<file path="config.mk">
export PLATFORM = sky130hd
export DESIGN_NAME = cart_loader_top
export DESIGN_NICKNAME = d
export VERILOG_FILES = /design/src/cart_pkg.sv /design/src/cart_info_if.sv /design/src/cart_header_parser.sv /design/src/region_select.sv /design/src/cart_mem_map.sv /design/src/cart_loader_top.sv
export VERILOG_INCLUDE_DIRS = /design/src
export SDC_FILE = /design/constraint.sdc
export NUM_CORES = 1
export LEC_CHECK = 0
export ABC_AREA = 1
export ABC_CLOCK_PERIOD_IN_PS = 1900
export BUFFER_PORTS_ARGS = -buffer_cell sky130_fd_sc_hd__buf_2
export CELL_PAD_IN_SITES_DETAIL_PLACEMENT = 0
export CELL_PAD_IN_SITES_GLOBAL_PLACEMENT = 2
export CORE_MARGIN = 1
export CORE_UTILIZATION = 25
export CTS_CLUSTER_SIZE = 24
export DETAILED_ROUTE_END_ITERATION = 7
export MAX_ROUTING_LAYER = met4
export PLACE_DENSITY_LB_ADDON = 0.25
export SETUP_SLACK_MARGIN = 0.2
export SLEW_MARGIN = 20
export SYNTH_ARGS = -nofsm -noshare
export SYNTH_HDL_FRONTEND = slang
export SYNTH_SLANG_ARGS = --single-unit
</file>
<file path="constraint.sdc">
create_clock -name clk_sys -period 1.9 [get_ports clk_sys]
set_input_delay 0.19 -clock clk_sys [delete_from_list [all_inputs] [get_ports clk_sys]]
set_output_delay 0.19 -clock clk_sys [all_outputs]
set_load 0.005 [all_outputs]
</file>
<file path="src/cart_macros.svh">
// Widths, address prefixes, header offset and key codes for the cart loader; include in the RTL
`ifndef CART_MACROS_SVH
`define CART_MACROS_SVH

////////////////////////////////
// Bus widths
////////////////////////////////
`define CART_DL_ADDR_W   25
`define CART_DATA_W      16
`define CART_MEM_ADDR_W  25

// Page register bank
`define CART_BANK_W      5
`define CART_BANK_COUNT  8

// ROM mask covers address bits 23..13
`define CART_MASK_W      11

////////////////////////////////
// Download header
////////////////////////////////
`define CART_HDR_REGION_ADDR  25'h1F0

// Keyboard codes in the low nine bits of the key event
`define CART_KEY_F1  9'h005
`define CART_KEY_F2  9'h006
`define CART_KEY_F3  9'h004

////////////////////////////////
// SDRAM word address prefixes
////////////////////////////////
`define CART_PFX_WRAM       10'b0010000000  // 800000-80FFFF
`define CART_PFX_CRAM       6'b001110       // E00000-EFFFFF
`define CART_PFX_BIOS       9'b001111000    // F00000-F1FFFF
`define CART_PFX_LOAD_BIOS  7'b0011110      // F00000-F7FFFF while loading

`endif

</file>
<file path="src/cart_pkg.sv">
// Shared types of the cart loader; modules pull them in by import
package cart_pkg;

	// Console region, encoded as the host status field expects
	typedef enum logic [1:0] {
		region_jp = 2'd0,
		region_us = 2'd1,
		region_eu = 2'd2
	} region_e;

	// Which memory the CPU access lands in
	typedef enum logic [1:0] {
		tgt_wram = 2'd0,  // Work RAM
		tgt_cram = 2'd1,  // Cart backup RAM
		tgt_crom = 2'd2,  // Banked cart ROM
		tgt_bios = 2'd3   // Default when nothing else is selected
	} mem_target_e;

endpackage

</file>
<file path="src/cart_info_if.sv">
// Parsed download information, driven by the header parser and read by region select and memory map
`timescale 1ns/1ps
`include "cart_macros.svh"

interface cart_info_if;
	import cart_pkg::*;

	logic                    rom_loading;  // ROM image download in progress
	logic                    cart_mode;
	logic [`CART_MASK_W-1:0] rom_mask;     // Address bits 23..13 seen in the image
	logic                    hdr_ready;
	region_e                 hdr_region;

	modport src (
		output rom_loading, cart_mode, rom_mask, hdr_ready, hdr_region
	);

	modport region (
		input hdr_ready, hdr_region
	);

	modport map (
		input rom_loading, cart_mode, rom_mask
	);

endinterface

</file>
<file path="src/cart_header_parser.sv">
// Watches the download stream and derives loading flag, cart mode, ROM mask and header region
`timescale 1ns/1ps
`include "cart_macros.svh"

module cart_header_parser (
	input  logic                       clk_sys,
	input  logic                       reset,
	input  logic                       dl_active,
	input  logic [7:0]                 dl_index,
	input  logic                       dl_wr,
	input  logic [`CART_DL_ADDR_W-1:0] dl_addr,
	input  logic [`CART_DATA_W-1:0]    dl_data,
	cart_info_if.src                   info
);
	import cart_pkg::*;

	logic                    loading;
	logic                    loading_d;
	logic                    load_wr;
	logic                    hdr_wr;
	logic                    u_now;
	logic                    j_now;
	logic                    seen_u;
	logic                    seen_j;
	logic                    cart_mode_q;
	logic [`CART_MASK_W-1:0] rom_mask_q;
	logic                    hdr_ready_q;
	region_e                 hdr_region_q;

	// ROM images use index 0 or 1 in the low six bits
	assign loading = dl_active & (dl_index[5:0] <= 6'h01);
	assign load_wr = loading & dl_wr;
	assign hdr_wr  = load_wr & (dl_addr == `CART_HDR_REGION_ADDR);

	// Region letters seen so far, this write included
	assign u_now = seen_u | (dl_data[7:0] == "U");
	assign j_now = seen_j | (dl_data[7:0] == "J");

	//////////////////////////////
	// Mode and size
	//////////////////////////////
	always_ff @(posedge clk_sys) begin
		if (reset) begin
			cart_mode_q <= 1'b0;
			rom_mask_q  <= '0;
		end else if (load_wr) begin
			cart_mode_q <= dl_index[6];
			if (dl_addr == '0) begin
				rom_mask_q <= '0;  // Fresh image
			end else begin
				rom_mask_q <= rom_mask_q | dl_addr[23:13];
			end
		end
	end

	//////////////////////////////
	// Header region
	//////////////////////////////
	always_ff @(posedge clk_sys) begin
		if (reset) begin
			loading_d    <= 1'b0;
			seen_u       <= 1'b0;
			seen_j       <= 1'b0;
			hdr_ready_q  <= 1'b0;
			hdr_region_q <= region_jp;
		end else begin
			loading_d <= loading;

			if (loading & ~loading_d) begin  // Download starts
				seen_u       <= 1'b0;
				seen_j       <= 1'b0;
				hdr_ready_q  <= 1'b0;
				hdr_region_q <= region_jp;
			end

			if (~loading & loading_d) hdr_ready_q <= 1'b0;

			if (hdr_wr) begin
				seen_u      <= u_now;
				seen_j      <= j_now;
				hdr_ready_q <= 1'b1;
				// US beats JP, anything else is EU
				if (u_now) hdr_region_q <= region_us;
				else if (j_now) hdr_region_q <= region_jp;
				else hdr_region_q <= region_eu;
			end
		end
	end

	assign info.rom_loading = loading;
	assign info.cart_mode   = cart_mode_q;
	assign info.rom_mask    = rom_mask_q;
	assign info.hdr_ready   = hdr_ready_q;
	assign info.hdr_region  = hdr_region_q;

endmodule

</file>
<file path="src/region_select.sv">
// Picks the console region from keyboard F-keys or the cart header and pulses the host set flag
`timescale 1ns/1ps
`include "cart_macros.svh"

module region_select (
	input  logic              clk_sys,
	input  logic              reset,
	input  logic [10:0]       key_event,
	cart_info_if.region       info,
	output cart_pkg::region_e region_req,
	output logic              region_set
);
	import cart_pkg::*;

	logic       key_stb_d;
	logic       key_toggle;
	logic       key_pressed;
	logic [8:0] key_code;
	logic       ready_d;
	logic       ready_rise;
	logic       ready_fall;

	assign key_toggle  = key_stb_d ^ key_event[10];  // Every new key event flips bit 10
	assign key_pressed = key_event[9];
	assign key_code    = key_event[8:0];

	assign ready_rise = ~ready_d & info.hdr_ready;
	assign ready_fall = ready_d & ~info.hdr_ready;

	//////////////////////////////
	// Edge history
	//////////////////////////////
	always_ff @(posedge clk_sys) begin
		if (reset) begin
			key_stb_d <= key_event[10];  // No false toggle out of reset
			ready_d   <= 1'b0;
		end else begin
			key_stb_d <= key_event[10];
			ready_d   <= info.hdr_ready;
		end
	end

	//////////////////////////////
	// Region request
	//////////////////////////////
	// The header is applied after the keys, so it wins a same-cycle clash
	always_ff @(posedge clk_sys) begin
		if (reset) begin
			region_req <= region_jp;
			region_set <= 1'b0;
		end else begin
			if (key_toggle) begin
				case (key_code)
					`CART_KEY_F1: begin
						region_req <= region_jp;
						region_set <= key_pressed;
					end
					`CART_KEY_F2: begin
						region_req <= region_us;
						region_set <= key_pressed;
					end
					`CART_KEY_F3: begin
						region_req <= region_eu;
						region_set <= key_pressed;
					end
					default: ;  // Other keys ignored
				endcase
			end

			if (ready_rise) begin
				region_req <= info.hdr_region;
				region_set <= 1'b1;
			end

			if (ready_fall) region_set <= 1'b0;  // Download finished
		end
	end

endmodule

</file>
<file path="src/cart_mem_map.sv">
// Page register bank mapper and SDRAM word address decode for CPU accesses and image loading
`timescale 1ns/1ps
`include "cart_macros.svh"

module cart_mem_map (
	input  logic                        clk_sys,
	input  logic                        reset,
	input  logic [23:1]                 bus_addr,
	input  logic [`CART_DATA_W-1:0]     bus_data,
	input  logic                        bus_rnw,
	input  logic                        page_cs_n,
	input  logic                        wram_cs_n,
	input  logic                        cram_cs_n,
	input  logic                        crom_cs_n,
	input  logic [`CART_DL_ADDR_W-1:0]  dl_addr,
	cart_info_if.map                    info,
	output logic [`CART_MEM_ADDR_W-1:0] mem_addr
);
	import cart_pkg::*;

	logic [`CART_BANK_W-1:0] bank_reg [`CART_BANK_COUNT];
	logic                    page_cs_d;
	logic                    page_edge;
	logic                    big_image;
	logic                    page_wr;
	logic [2:0]              page_sel;
	logic [`CART_BANK_W-1:0] win_bank;
	logic [23:1]             rom_va;
	mem_target_e             target;

	assign page_sel  = bus_addr[3:1];
	assign page_edge = page_cs_d & ~page_cs_n;  // First low cycle of the select

	// Mapper only answers above 4 MB
	assign big_image = info.rom_mask[10] | info.rom_mask[9];

	// Register 0 is fixed to bank 0
	assign page_wr = page_edge & big_image & ~bus_rnw & (page_sel != 3'd0);

	//////////////////////////////
	// Bank registers
	//////////////////////////////
	always_ff @(posedge clk_sys) begin
		if (reset) begin
			page_cs_d <= 1'b1;
		end else begin
			page_cs_d <= page_cs_n;
		end
	end

	always_ff @(posedge clk_sys) begin
		if (reset | info.rom_loading) begin
			// Identity mapping, window n shows bank n
			for (int i = 0; i < `CART_BANK_COUNT; i++) begin
				bank_reg[i] <= `CART_BANK_W'(i);
			end
		end else if (page_wr) begin
			bank_reg[page_sel] <= bus_data[`CART_BANK_W-1:0];
		end
	end

	//////////////////////////////
	// ROM address
	//////////////////////////////
	// 512 KB windows picked by bus_addr[21:19]
	assign win_bank = bank_reg[bus_addr[21:19]];

	// Mirror smaller images by masking off unused high bits
	assign rom_va = {win_bank, bus_addr[18:1]} & {info.rom_mask, 12'hFFF};

	always_comb begin
		if (!wram_cs_n) begin
			target = tgt_wram;
		end else if (!cram_cs_n) begin
			target = tgt_cram;
		end else if (!crom_cs_n) begin
			target = tgt_crom;
		end else begin
			target = tgt_bios;
		end
	end

	//////////////////////////////
	// SDRAM word address
	//////////////////////////////
	always_comb begin
		if (info.rom_loading) begin
			if (info.cart_mode) begin
				mem_addr = {3'b000, dl_addr[22:1]};  // Cart image at 000000
			end else begin
				mem_addr = {`CART_PFX_LOAD_BIOS, dl_addr[18:1]};
			end
		end else begin
			case (target)
				tgt_wram: mem_addr = {`CART_PFX_WRAM, bus_addr[15:1]};
				tgt_cram: mem_addr = {`CART_PFX_CRAM, bus_addr[19:1]};
				tgt_crom: mem_addr = {3'b000, rom_va[22:1]};
				default:  mem_addr = {`CART_PFX_BIOS, bus_addr[16:1]};
			endcase
		end
	end

endmodule

</file>
<file path="src/cart_loader_top.sv">
// Top level of the cart loader: header parser, region select and memory map on plain ports
`timescale 1ns/1ps
`include "cart_macros.svh"

module cart_loader_top (
	input  logic                        clk_sys,
	input  logic                        reset,

	// Download stream
	input  logic                        dl_active,
	input  logic [7:0]                  dl_index,
	input  logic                        dl_wr,
	input  logic [`CART_DL_ADDR_W-1:0]  dl_addr,
	input  logic [`CART_DATA_W-1:0]     dl_data,

	// Keyboard
	input  logic [10:0]                 key_event,

	// CPU side
	input  logic [23:1]                 bus_addr,
	input  logic [`CART_DATA_W-1:0]     bus_data,
	input  logic                        bus_rnw,
	input  logic                        page_cs_n,
	input  logic                        wram_cs_n,
	input  logic                        cram_cs_n,
	input  logic                        crom_cs_n,

	output logic [1:0]                  region_req,
	output logic                        region_set,
	output logic [`CART_MEM_ADDR_W-1:0] mem_addr
);
	import cart_pkg::*;

	region_e region_q;

	cart_info_if info_bus ();

	cart_header_parser u_parser (
		.clk_sys   (clk_sys),
		.reset     (reset),
		.dl_active (dl_active),
		.dl_index  (dl_index),
		.dl_wr     (dl_wr),
		.dl_addr   (dl_addr),
		.dl_data   (dl_data),
		.info      (info_bus)
	);

	region_select u_region (
		.clk_sys    (clk_sys),
		.reset      (reset),
		.key_event  (key_event),
		.info       (info_bus),
		.region_req (region_q),
		.region_set (region_set)
	);

	cart_mem_map u_map (
		.clk_sys   (clk_sys),
		.reset     (reset),
		.bus_addr  (bus_addr),
		.bus_data  (bus_data),
		.bus_rnw   (bus_rnw),
		.page_cs_n (page_cs_n),
		.wram_cs_n (wram_cs_n),
		.cram_cs_n (cram_cs_n),
		.crom_cs_n (crom_cs_n),
		.dl_addr   (dl_addr),
		.info      (info_bus),
		.mem_addr  (mem_addr)
	);

	assign region_req = region_q;  // Raw code for the host status field

endmodule

</file>
==> results of run 1 <==
-- cell families after synthesis --
group           after synthesis  share of synthesized area, %
compound gates               56                          9.20
flops                        55                          46.2
buf+inv                      71                          9.48
other cells                   1                         0.122
fa+ha+maj                     1                         0.407
simple gates                247                          34.6
-- layout by cell type, fill, tap and decap left out, drive strengths merged --
cell type  Yosys  final
inv           56     56
nor3           3      3
o21ai         30     30
nand4         12     12
edfxtp        32     32
a21oi         25     25
ha             1      1
clkbuf         3      6
nor2          80     80
dfxtp         23     23
nand3         34     34
o211ai         1      1
clkinvlp       0      3
or2            4      4
diode          0      2
nand3b         3      3
buf           11    117
conb           1      6
clkinv         1      1
nand2        111    111
-- critical path: stages --
cell	delay [ps]
buf_2	100
nor2_1	170
nand3_2	130
buf_4	190
clkinvlp_4	140
buf_4	140
nor2_1	50
a21oi_1	170
buf_2	130
-- repair_timing --
item                                   4_1_cts  5_1_grt
endpoints found under the hold margin        0        0
setup buffers                                0        3
pin swaps                                    0        1
setup endpoints to repair                    4       21
resized for setup                            1        7
cloned                                       0        0
-- power breakdown --
group / internal [mW] / switching [mW] / total (mW) / leakage, nW
Sequential: 1.28 / 0.00705 / 1.29 / 0.472
Clock: 0.494 / 0.443 / 0.937 / 0.0704
Combinational: 0.136 / 0.198 / 0.334 / 1.34
-- final cells by class --
class	count	area [um^2]
Antenna cell	2	5.00
Clock buffer	5	125
Clock inverter	3	22.5
Fill cell	1357	8020
Inverter	57	221
Multi-Input combinational cell	310	1400
Sequential cell	55	1420
Tap cell	147	184
Timing Repair Buffer	118	611
-- Yosys cell counts --
| master | number |
|---|---|
| inv_1 | 54 |
| nor2_2 | 2 |
| nand3b_1 | 3 |
| nand3_1 | 31 |
| buf_4 | 2 |
| nand2_1 | 110 |
| nand2_2 | 1 |
| o21ai_0 | 30 |
| buf_2 | 8 |
| buf_6 | 1 |
| edfxtp_1 | 32 |
| or2_2 | 3 |
| ha_1 | 1 |
| dfxtp_1 | 23 |
| clkinv_1 | 1 |
| or2_1 | 1 |
| o211ai_1 | 1 |
| nor2_1 | 76 |
| clkbuf_1 | 3 |
| nand4_1 | 12 |
| conb_1 | 1 |
| nor2_4 | 2 |
| a21oi_1 | 25 |
| nor3_1 | 3 |
| inv_2 | 2 |
| nand3_2 | 3 |
-- worst paths after layout --
| path | depth (start not counted) | slack, ps | endpoint |
|---|---|---|---|
| hold / removal | 1 | 30 | u_region.key_stb_d |
| hold reg to reg | 2 | 470 | u_region.ready_d |
| setup reg to reg | 7 | 340 | u_map.bank_reg[6][3] |
| setup / recovery | 9 | 310 | mem_addr[21] |
-- metrics by stage --
stage                     setup slack (ps)  cell area [um^2]  total power [mW]
final                                  311              3990              2.56
after global routing                   204              3990              2.68
after CTS                              231              3940              2.60
after detailed placement               128              3790              1.65
after global placement                 143              3790              1.64
after floorplan                        422              3090              1.47
-- routing by layer --
layer / wire length [um] / part of all wire, % / GRT usage (%)
met1: 3990 / 46 / 17.3
met2: 4180 / 48 / 24.0
met3: 391 / 4.5 / 2.62
met4: 93 / 1.1 / 3.68
met5: 0 / 0 / -
==> run summary, run 1 <==
Die W: 113 um
largest net degree at the start of global routing: 20
Fin. Hold Viols: 0
Hold Path Class: primary input to flip-flop
clk_skew: 8.76 ps
post-DP HPWL: 6.90 mm
Max IR drop VDD: 0.371 mV
fin cells: 697
clock-pin slew of the registers on the worst-case setup and hold paths: 70 ps
Largest register FFs: 32
Syn Std Cell Area: 3070 um^2
Slew Limit Fails: 0
WS Path Type: primary input to primary output
level count of the clock H-tree: 2
Util after Layout: 33.2%
DRC viols: 0
Tcrit/Tclk final: 83.6%
Core ar.: 12,000 um^2
ranking of synthesized cells by area: edfxtp_1 31%, dfxtp_1 15%, nand2_1 13%
CTS tree: done
gpl congestion: 0.789
total wire length: 8.65 mm
Fmax achieved: 629 MHz
Crit. End Element: primary output
launch point of the worst path: dl_index[1]
vias in the first global route: 2,714
Fin Hold WS: 27.2 ps
deepest clock path buffer count: 2
dominant cell type by area after synthesis: edfxtp_1
final setup fails: 0
RSZ-0062 raised after global routing: false
HP Start: key_event[10]
status: completed
CTS Hold Bufs: 0
vias per inst: 4.35
critical path arrival: 1400 ps
antenna violations before repair: 2
Max Cap Viol: 0
global-route wire length before repair: 13.5 mm
ANT nets after route: 0
GR Overflow Total: 0
area added between synthesis and finish: 29.8%
Ys Warns: 0
Clock Sink Count: 55
routed via count: 3,033
1st-iter DRT viols: 147
FF-to-FF Start: u_map.page_cs_d
initial core utilization: 25.6%
router iterations before antenna repair: 4
Syn Inst Count: 431
syn_area_per_cell: 7.13 um^2
#FFs+latches synth: 55
GRT Util Overall: 14.1%
setup TNS: 0 ps
crit path max fanout: 8
Final min period: 1590 ps
share of cells above drive strength 1: 26.8%
placed insts: 684
Port-buffer cells: 109
Die Span Y: 113 um
Top-Level Pins: 136
WP data required: 1710 ps
routed len/inst: 12.4 um
clk_lat worst skew: 300 ps
CTS root buf: clkbuf_16
LEAKAGE: 1.88 nW
die area: 12,700 um^2
synth unique cells: 26
sequential area share after synthesis: 46.2%
CTS buffer count: 5
final net count: 656
pwr/cell area: 641 nW/um^2
Synth top area share: 31.3%
Startpoint Class: primary input
FP Rows: 40
(Power assumes the default switching activity.)
==> inputs of run 2 (changes only) <==
--- a/config.mk
+++ b/config.mk
@@ -7,12 +7,12 @@
 export NUM_CORES = 1
 export LEC_CHECK = 0
 export ABC_AREA = 1
-export ABC_CLOCK_PERIOD_IN_PS = 1900
+export ABC_CLOCK_PERIOD_IN_PS = 1300
 export BUFFER_PORTS_ARGS = -buffer_cell sky130_fd_sc_hd__buf_2
 export CELL_PAD_IN_SITES_DETAIL_PLACEMENT = 0
 export CELL_PAD_IN_SITES_GLOBAL_PLACEMENT = 2
 export CORE_MARGIN = 1
-export CORE_UTILIZATION = 25
+export CORE_UTILIZATION = 22
 export CTS_CLUSTER_SIZE = 24
 export DETAILED_ROUTE_END_ITERATION = 7
 export MAX_ROUTING_LAYER = met4
==> constraint.sdc (replaced) <==
create_clock -name clk_sys -period 1.3 [get_ports clk_sys]
set_input_delay 0.13 -clock clk_sys [delete_from_list [all_inputs] [get_ports clk_sys]]
set_output_delay 0.13 -clock clk_sys [all_outputs]
set_load 0.005 [all_outputs]
==> run 2 against run 1 <==
Against the previous run: the flow now finishes with violations (negative setup slack); first-iteration DRC count down 22%; core utilization up 6.1 points; clock skew down 3.5 ps; sequential share of layout area down 8.6 points; die area up 13%; register-to-register slack worse by 550 ps; global-route usage up 0.29 points; wire length up 19%; via count up 10%; critical endpoint is now u_map.bank_reg[5][0]; highest routed layer unchanged.
==> run summary, run 2 (synthesis gave the netlist of run 1 again) <==
Hold Crit Depth: 2
Clock Sink Count: 55
share of cells above drive strength 1: 50.2%
CP dominant cell by count: nand3_4
PnR worst setup slack: -212 ps
RSZ-0062 raised after global routing: true
WS Path Type: flip-flop to flip-flop
Die Span Y: 120 um
vias in the first global route: 3,238
CTS root buf: clkbuf_16
Top-Level Pins: 136
routed via count: 3,351
Total Power Consumption: 3.90 mW
level count of the clock H-tree: 2
CTS buffer count: 5
Worst Tran Pin Value: 609 ps
most frequent cells in the layout: 102 x buf_2, 77 x nand2_1, 48 x nor2_1, 44 x inv_1, 32 x edfxtp_1
GR Util met3: 2.55%
router iterations before antenna repair: 4
clock-pin slew of the registers on the worst-case setup and hold paths: 70 ps
post-DP HPWL: 7.78 mm
crit path max fanout: 5
Fin. Hold Viols: 0
vias per inst: 4.31
global route hottest layer: met2
GR Layer Usage met1: 17.7%
Hold Path Class: primary input to flip-flop
failing checks: negative setup slack
Tcrit/Tclk final: 116%
ANT nets after route: 0
Slew HR: 59.4%
Final min period: 1510 ps
pwr/cell area: 739 nW/um^2
Port-buffer cells: 109
Startpoint Class: flip-flop
Max IR drop VDD: 0.491 mV
delay-heaviest family, CP: simple AND/OR/NAND/NOR gates
CTS tree: done
commonest non-fill, non-tap cell in the layout: buf_2
GR Overflow Total: 0
met2 usage: 23.8%
hold endpoint: u_map.page_cs_d
worst r2r path cells: 8
clk_lat worst skew: 300 ps
Fin Hold WS: 86.1 ps
status: complete, but fails checks
Critical-path top delay cell: dfxtp_2
Placement Setup Slack: -184 ps
gpl congestion: 0.749
Crit. End Element: flip-flop
GRT Util Overall: 14.4%
largest net degree at the start of global routing: 20
deepest clock path buffer count: 2
Max Cap Viol: 0
crit path cell chain: inv_2, nor3_4, nand3_4, nor2_4, buf_12, buf_6, nand3_4, nand2_4
Die W: 120 um
critical path arrival: 1520 ps
HP Start: page_cs_n
LEAKAGE: 2.35 nW
Levels on crit path: 8
Core ar.: 13,500 um^2
Largest register FFs: 32
area added between synthesis and finish: 71.9%
total wire length: 10.3 mm
# fillers: 1,445
1st-iter DRT viols: 115
clk_skew: 5.25 ps
reg2reg setup slack: -210 ps
Fmax achieved: 661 MHz
DRC viols: 0
Util after Layout: 39.3%
global-route wire length before repair: 15.6 mm
routed len/inst: 13.2 um
final net count: 708
die area: 14,500 um^2
Slew Limit Fails: 0
WP data required: 1310 ps
initial core utilization: 22.9%
FF-to-FF Start: u_map.page_cs_d
FP Rows: 42
CP max stage delay: 330 ps
FF-to-FF End: u_map.bank_reg[5][0]
antenna violations before repair: 0
final setup fails: 60
CP Buf/Inv Count: 3
## run 2: repair_timing
item | CTS | global route
gates resized for setup | 92 | 109
endpoints found under the setup margin | 74 | 88
buffers inserted | 8 | 17
hold endpoints to repair | 1 | 0
hold buffers | 1 | 0
pin swaps | 25 | 33
cloned | 2 | 2
## run 2: routing by layer
metal,wire length [um],vias to the layer above
met4,145,0
met2,5040,89
met3,479,9
met1,4620,1538
met5,0,-
li1,-,1715
## run 2: worst register-to-register path, cell delays in order (launching register included)
cell,delay [ps]
dfxtp_2,330
inv_2,40
nor3_4,150
nand3_4,90
nor2_4,150
buf_12,150
buf_6,100
nand3_4,90
nand2_4,120
## run 2: report_power, final
group | internal (mW) | switching [mW] | total [mW]
clock | 0.711 | 0.614 | 1.33
combinational | 0.308 | 0.386 | 0.694
sequential | 1.87 | 0.0134 | 1.89
total | 2.89 | 1.01 | 3.90
## run 2: worst max path at each step
| stage | startpoint | slack [ps] | to |
|---|---|---|---|
| after global routing | u_map.bank_reg[5][1] | -300 | mem_addr[19] |
| after global placement | u_parser.info.rom_mask[9] | -150 | u_map.bank_reg[7][1] |
| after CTS | u_map.bank_reg[5][1] | -240 | mem_addr[19] |
| after detailed placement | u_map.page_cs_d | -180 | u_map.bank_reg[7][2] |
| after floorplan | u_map.page_cs_d | -50 | u_map.bank_reg[7][0] |
| final | u_map.page_cs_d | -210 | u_map.bank_reg[5][0] |
## run 2: metrics by stage
step	instance area (um^2)	instances	setup TNS [ps]
after detailed placement	4130	738	-5620
final	5290	777	-8820
after floorplan	3170	436	-485
after CTS	4680	757	-6470
after global placement	4130	738	-4720
after global routing	5280	776	-13440
## run 2: layout make-up
cell class	count	area [um^2]	share of cell area [%]
multi-input combinational	310	1950	37.0
sequential	55	1430	27.1
timing repair buffer	170	1300	24.7
inverter	57	229	4.33
tap	176	220	4.17
clock buffer	5	125	2.37
clock inverter	3	20.0	0.379
antenna	1	2.50	0.0473
==> inputs of run 3 (changes only) <==
--- a/config.mk
+++ b/config.mk
@@ -9,9 +9,9 @@
 export ABC_AREA = 1
 export ABC_CLOCK_PERIOD_IN_PS = 1300
 export BUFFER_PORTS_ARGS = -buffer_cell sky130_fd_sc_hd__buf_2
-export CELL_PAD_IN_SITES_DETAIL_PLACEMENT = 0
+export CELL_PAD_IN_SITES_DETAIL_PLACEMENT = 2
 export CELL_PAD_IN_SITES_GLOBAL_PLACEMENT = 2
-export CORE_MARGIN = 1
+export CORE_MARGIN = 2
 export CORE_UTILIZATION = 22
 export CTS_CLUSTER_SIZE = 24
 export DETAILED_ROUTE_END_ITERATION = 7
==> run 3 against run 2 <==
Against the previous run: the run still ends with negative setup slack left; sequential power is essentially flat; non-clock buffer count shrank 6; count of clock-buffer cells in the layout is the same; wire length grew 22%; core utilization shrank 1.0 points; flip-flop and latch count is the same; critical endpoint is now u_map.bank_reg[1][0]; largest power group unchanged.
==> run summary, run 3 (synthesis gave the netlist of run 1 again) <==
Clock Sink Count: 55
Util after Layout: 38.2%
GR Overflow Total: 0
total wire length: 12.6 mm
Worst Tran Pin Value: 659 ps
commonest non-fill, non-tap cell in the layout: buf_2
pwr/cell area: 831 nW/um^2
die area: 14,900 um^2
vias per inst: 4.48
clk_lat worst skew: 300 ps
FP Rows: 43
WS Path Type: flip-flop to flip-flop
area added between synthesis and finish: 71.3%
critical path arrival: 1580 ps
CTS root buf: clkbuf_16
ANT nets after route: 0
routed len/inst: 16.2 um
Total Power Consumption: 4.38 mW
antenna diode count: 0
status: complete, but fails checks
Post-DP Area: 4200 um^2
Max IR drop VDD: 0.488 mV
gpl congestion: 0.775
CTS tree: done
WP data required: 1340 ps
clock-pin slew of the registers on the worst-case setup and hold paths: 80 ps
Crit. End Element: flip-flop
LEAKAGE: 2.37 nW
crit path cell chain: inv_2, nor3_4, nand3_4, nor2_4, nand4_1, or2_1
Startpoint Class: flip-flop
Max Cap Viol: 0
Top-Level Pins: 136
most frequent cells in the layout: 101 x buf_2, 68 x nand2_1, 57 x nor2_1, 43 x inv_1, 32 x edfxtp_1
Fin Hold WS: 68.2 ps
Largest register FFs: 32
Core ar.: 13,800 um^2
Slew Limit Fails: 0
CP max stage delay: 330 ps
Placement Setup Slack: -253 ps
clk_skew: 10.8 ps
largest net degree at the start of global routing: 18
initial core utilization: 22.3%
deepest clock path buffer count: 2
Critical-path top delay cell: dfxtp_2
fin cells: 774
Fin. Hold Viols: 0
Final min period: 1530 ps
1st-iter DRT viols: 99
Slew HR: 56.0%
final setup fails: 59
area of the multi-input gates: 1950 um^2
global-route wire length before repair: 19.1 mm
post-DP HPWL: 9.42 mm
CTS buffer count: 5
vias in the first global route: 3,831
failing checks: negative setup slack
Die W: 122 um
antenna violations before repair: 0
Tcrit/Tclk final: 118%
GRT Util Overall: 17.0%
Port-buffer cells: 109
router iterations before antenna repair: 4
crit path max fanout: 3
share of cells above drive strength 1: 51.0%
level count of the clock H-tree: 2
final net count: 702
placed insts: 748
Fmax achieved: 652 MHz
register area: 1430 um^2
Finished Cell Area: 5270 um^2
# fillers: 1,608
Hold Path Class: primary input to flip-flop
setup TNS: -10,250 ps
Die Span Y: 122 um
PnR worst setup slack: -235 ps
DRC viols: 0
RSZ-0062 raised after global routing: true
routed via count: 3,468
## run 3: final cells by class
cell class	count	share of cell area [%]
multi-input combinational	310	37.0
timing repair buffer	164	23.4
clock buffer	5	2.38
inverter	57	4.49
sequential	55	27.1
clock inverter	3	1.28
tap	180	4.28
## run 3: timing repair
item,CTS,global route
buffers inserted,9,6
endpoints found under the setup margin,81,93
resized for setup,137,72
endpoints found under the hold margin,1,0
hold buffers,1,0
pin swaps,20,22
gates cloned,2,0
## run 3: routing by layer
metal | share of wire [%] | wire, um | track usage [%] | vias to the layer above
li1 | - | - | - | 1706
met1 | 40 | 5080 | 19.3 | 1686
met2 | 55 | 6970 | 31.4 | 68
met3 | 3.3 | 409 | 2.56 | 8
met4 | 0.86 | 108 | 3.52 | 0
met5 | 0 | 0 | - | -
## run 3: worst max-delay path: cells and delay by family, from the launching register on
family | cells | cell delay, ps
buffers and inverters | 1 | 40
flip-flops | 1 | 330
AND/OR/NAND/NOR | 5 | 910
## run 3: report_power, final
group          internal [mW]  switching, mW
Combinational          0.325          0.410
Sequential              1.87         0.0162
Clock                   1.10          0.648
Total                   3.30           1.07
## run 3: worst paths after layout
path	slack [ps]	startpoint	cells past startpoint	endpoint
max	-230	u_map.page_cs_d	6	u_map.bank_reg[1][0]
min	70	page_cs_n	2	u_map.page_cs_d
max reg2reg	-230	u_map.page_cs_d	6	u_map.bank_reg[1][0]
min reg2reg	470	u_parser.info.hdr_ready	2	u_region.ready_d
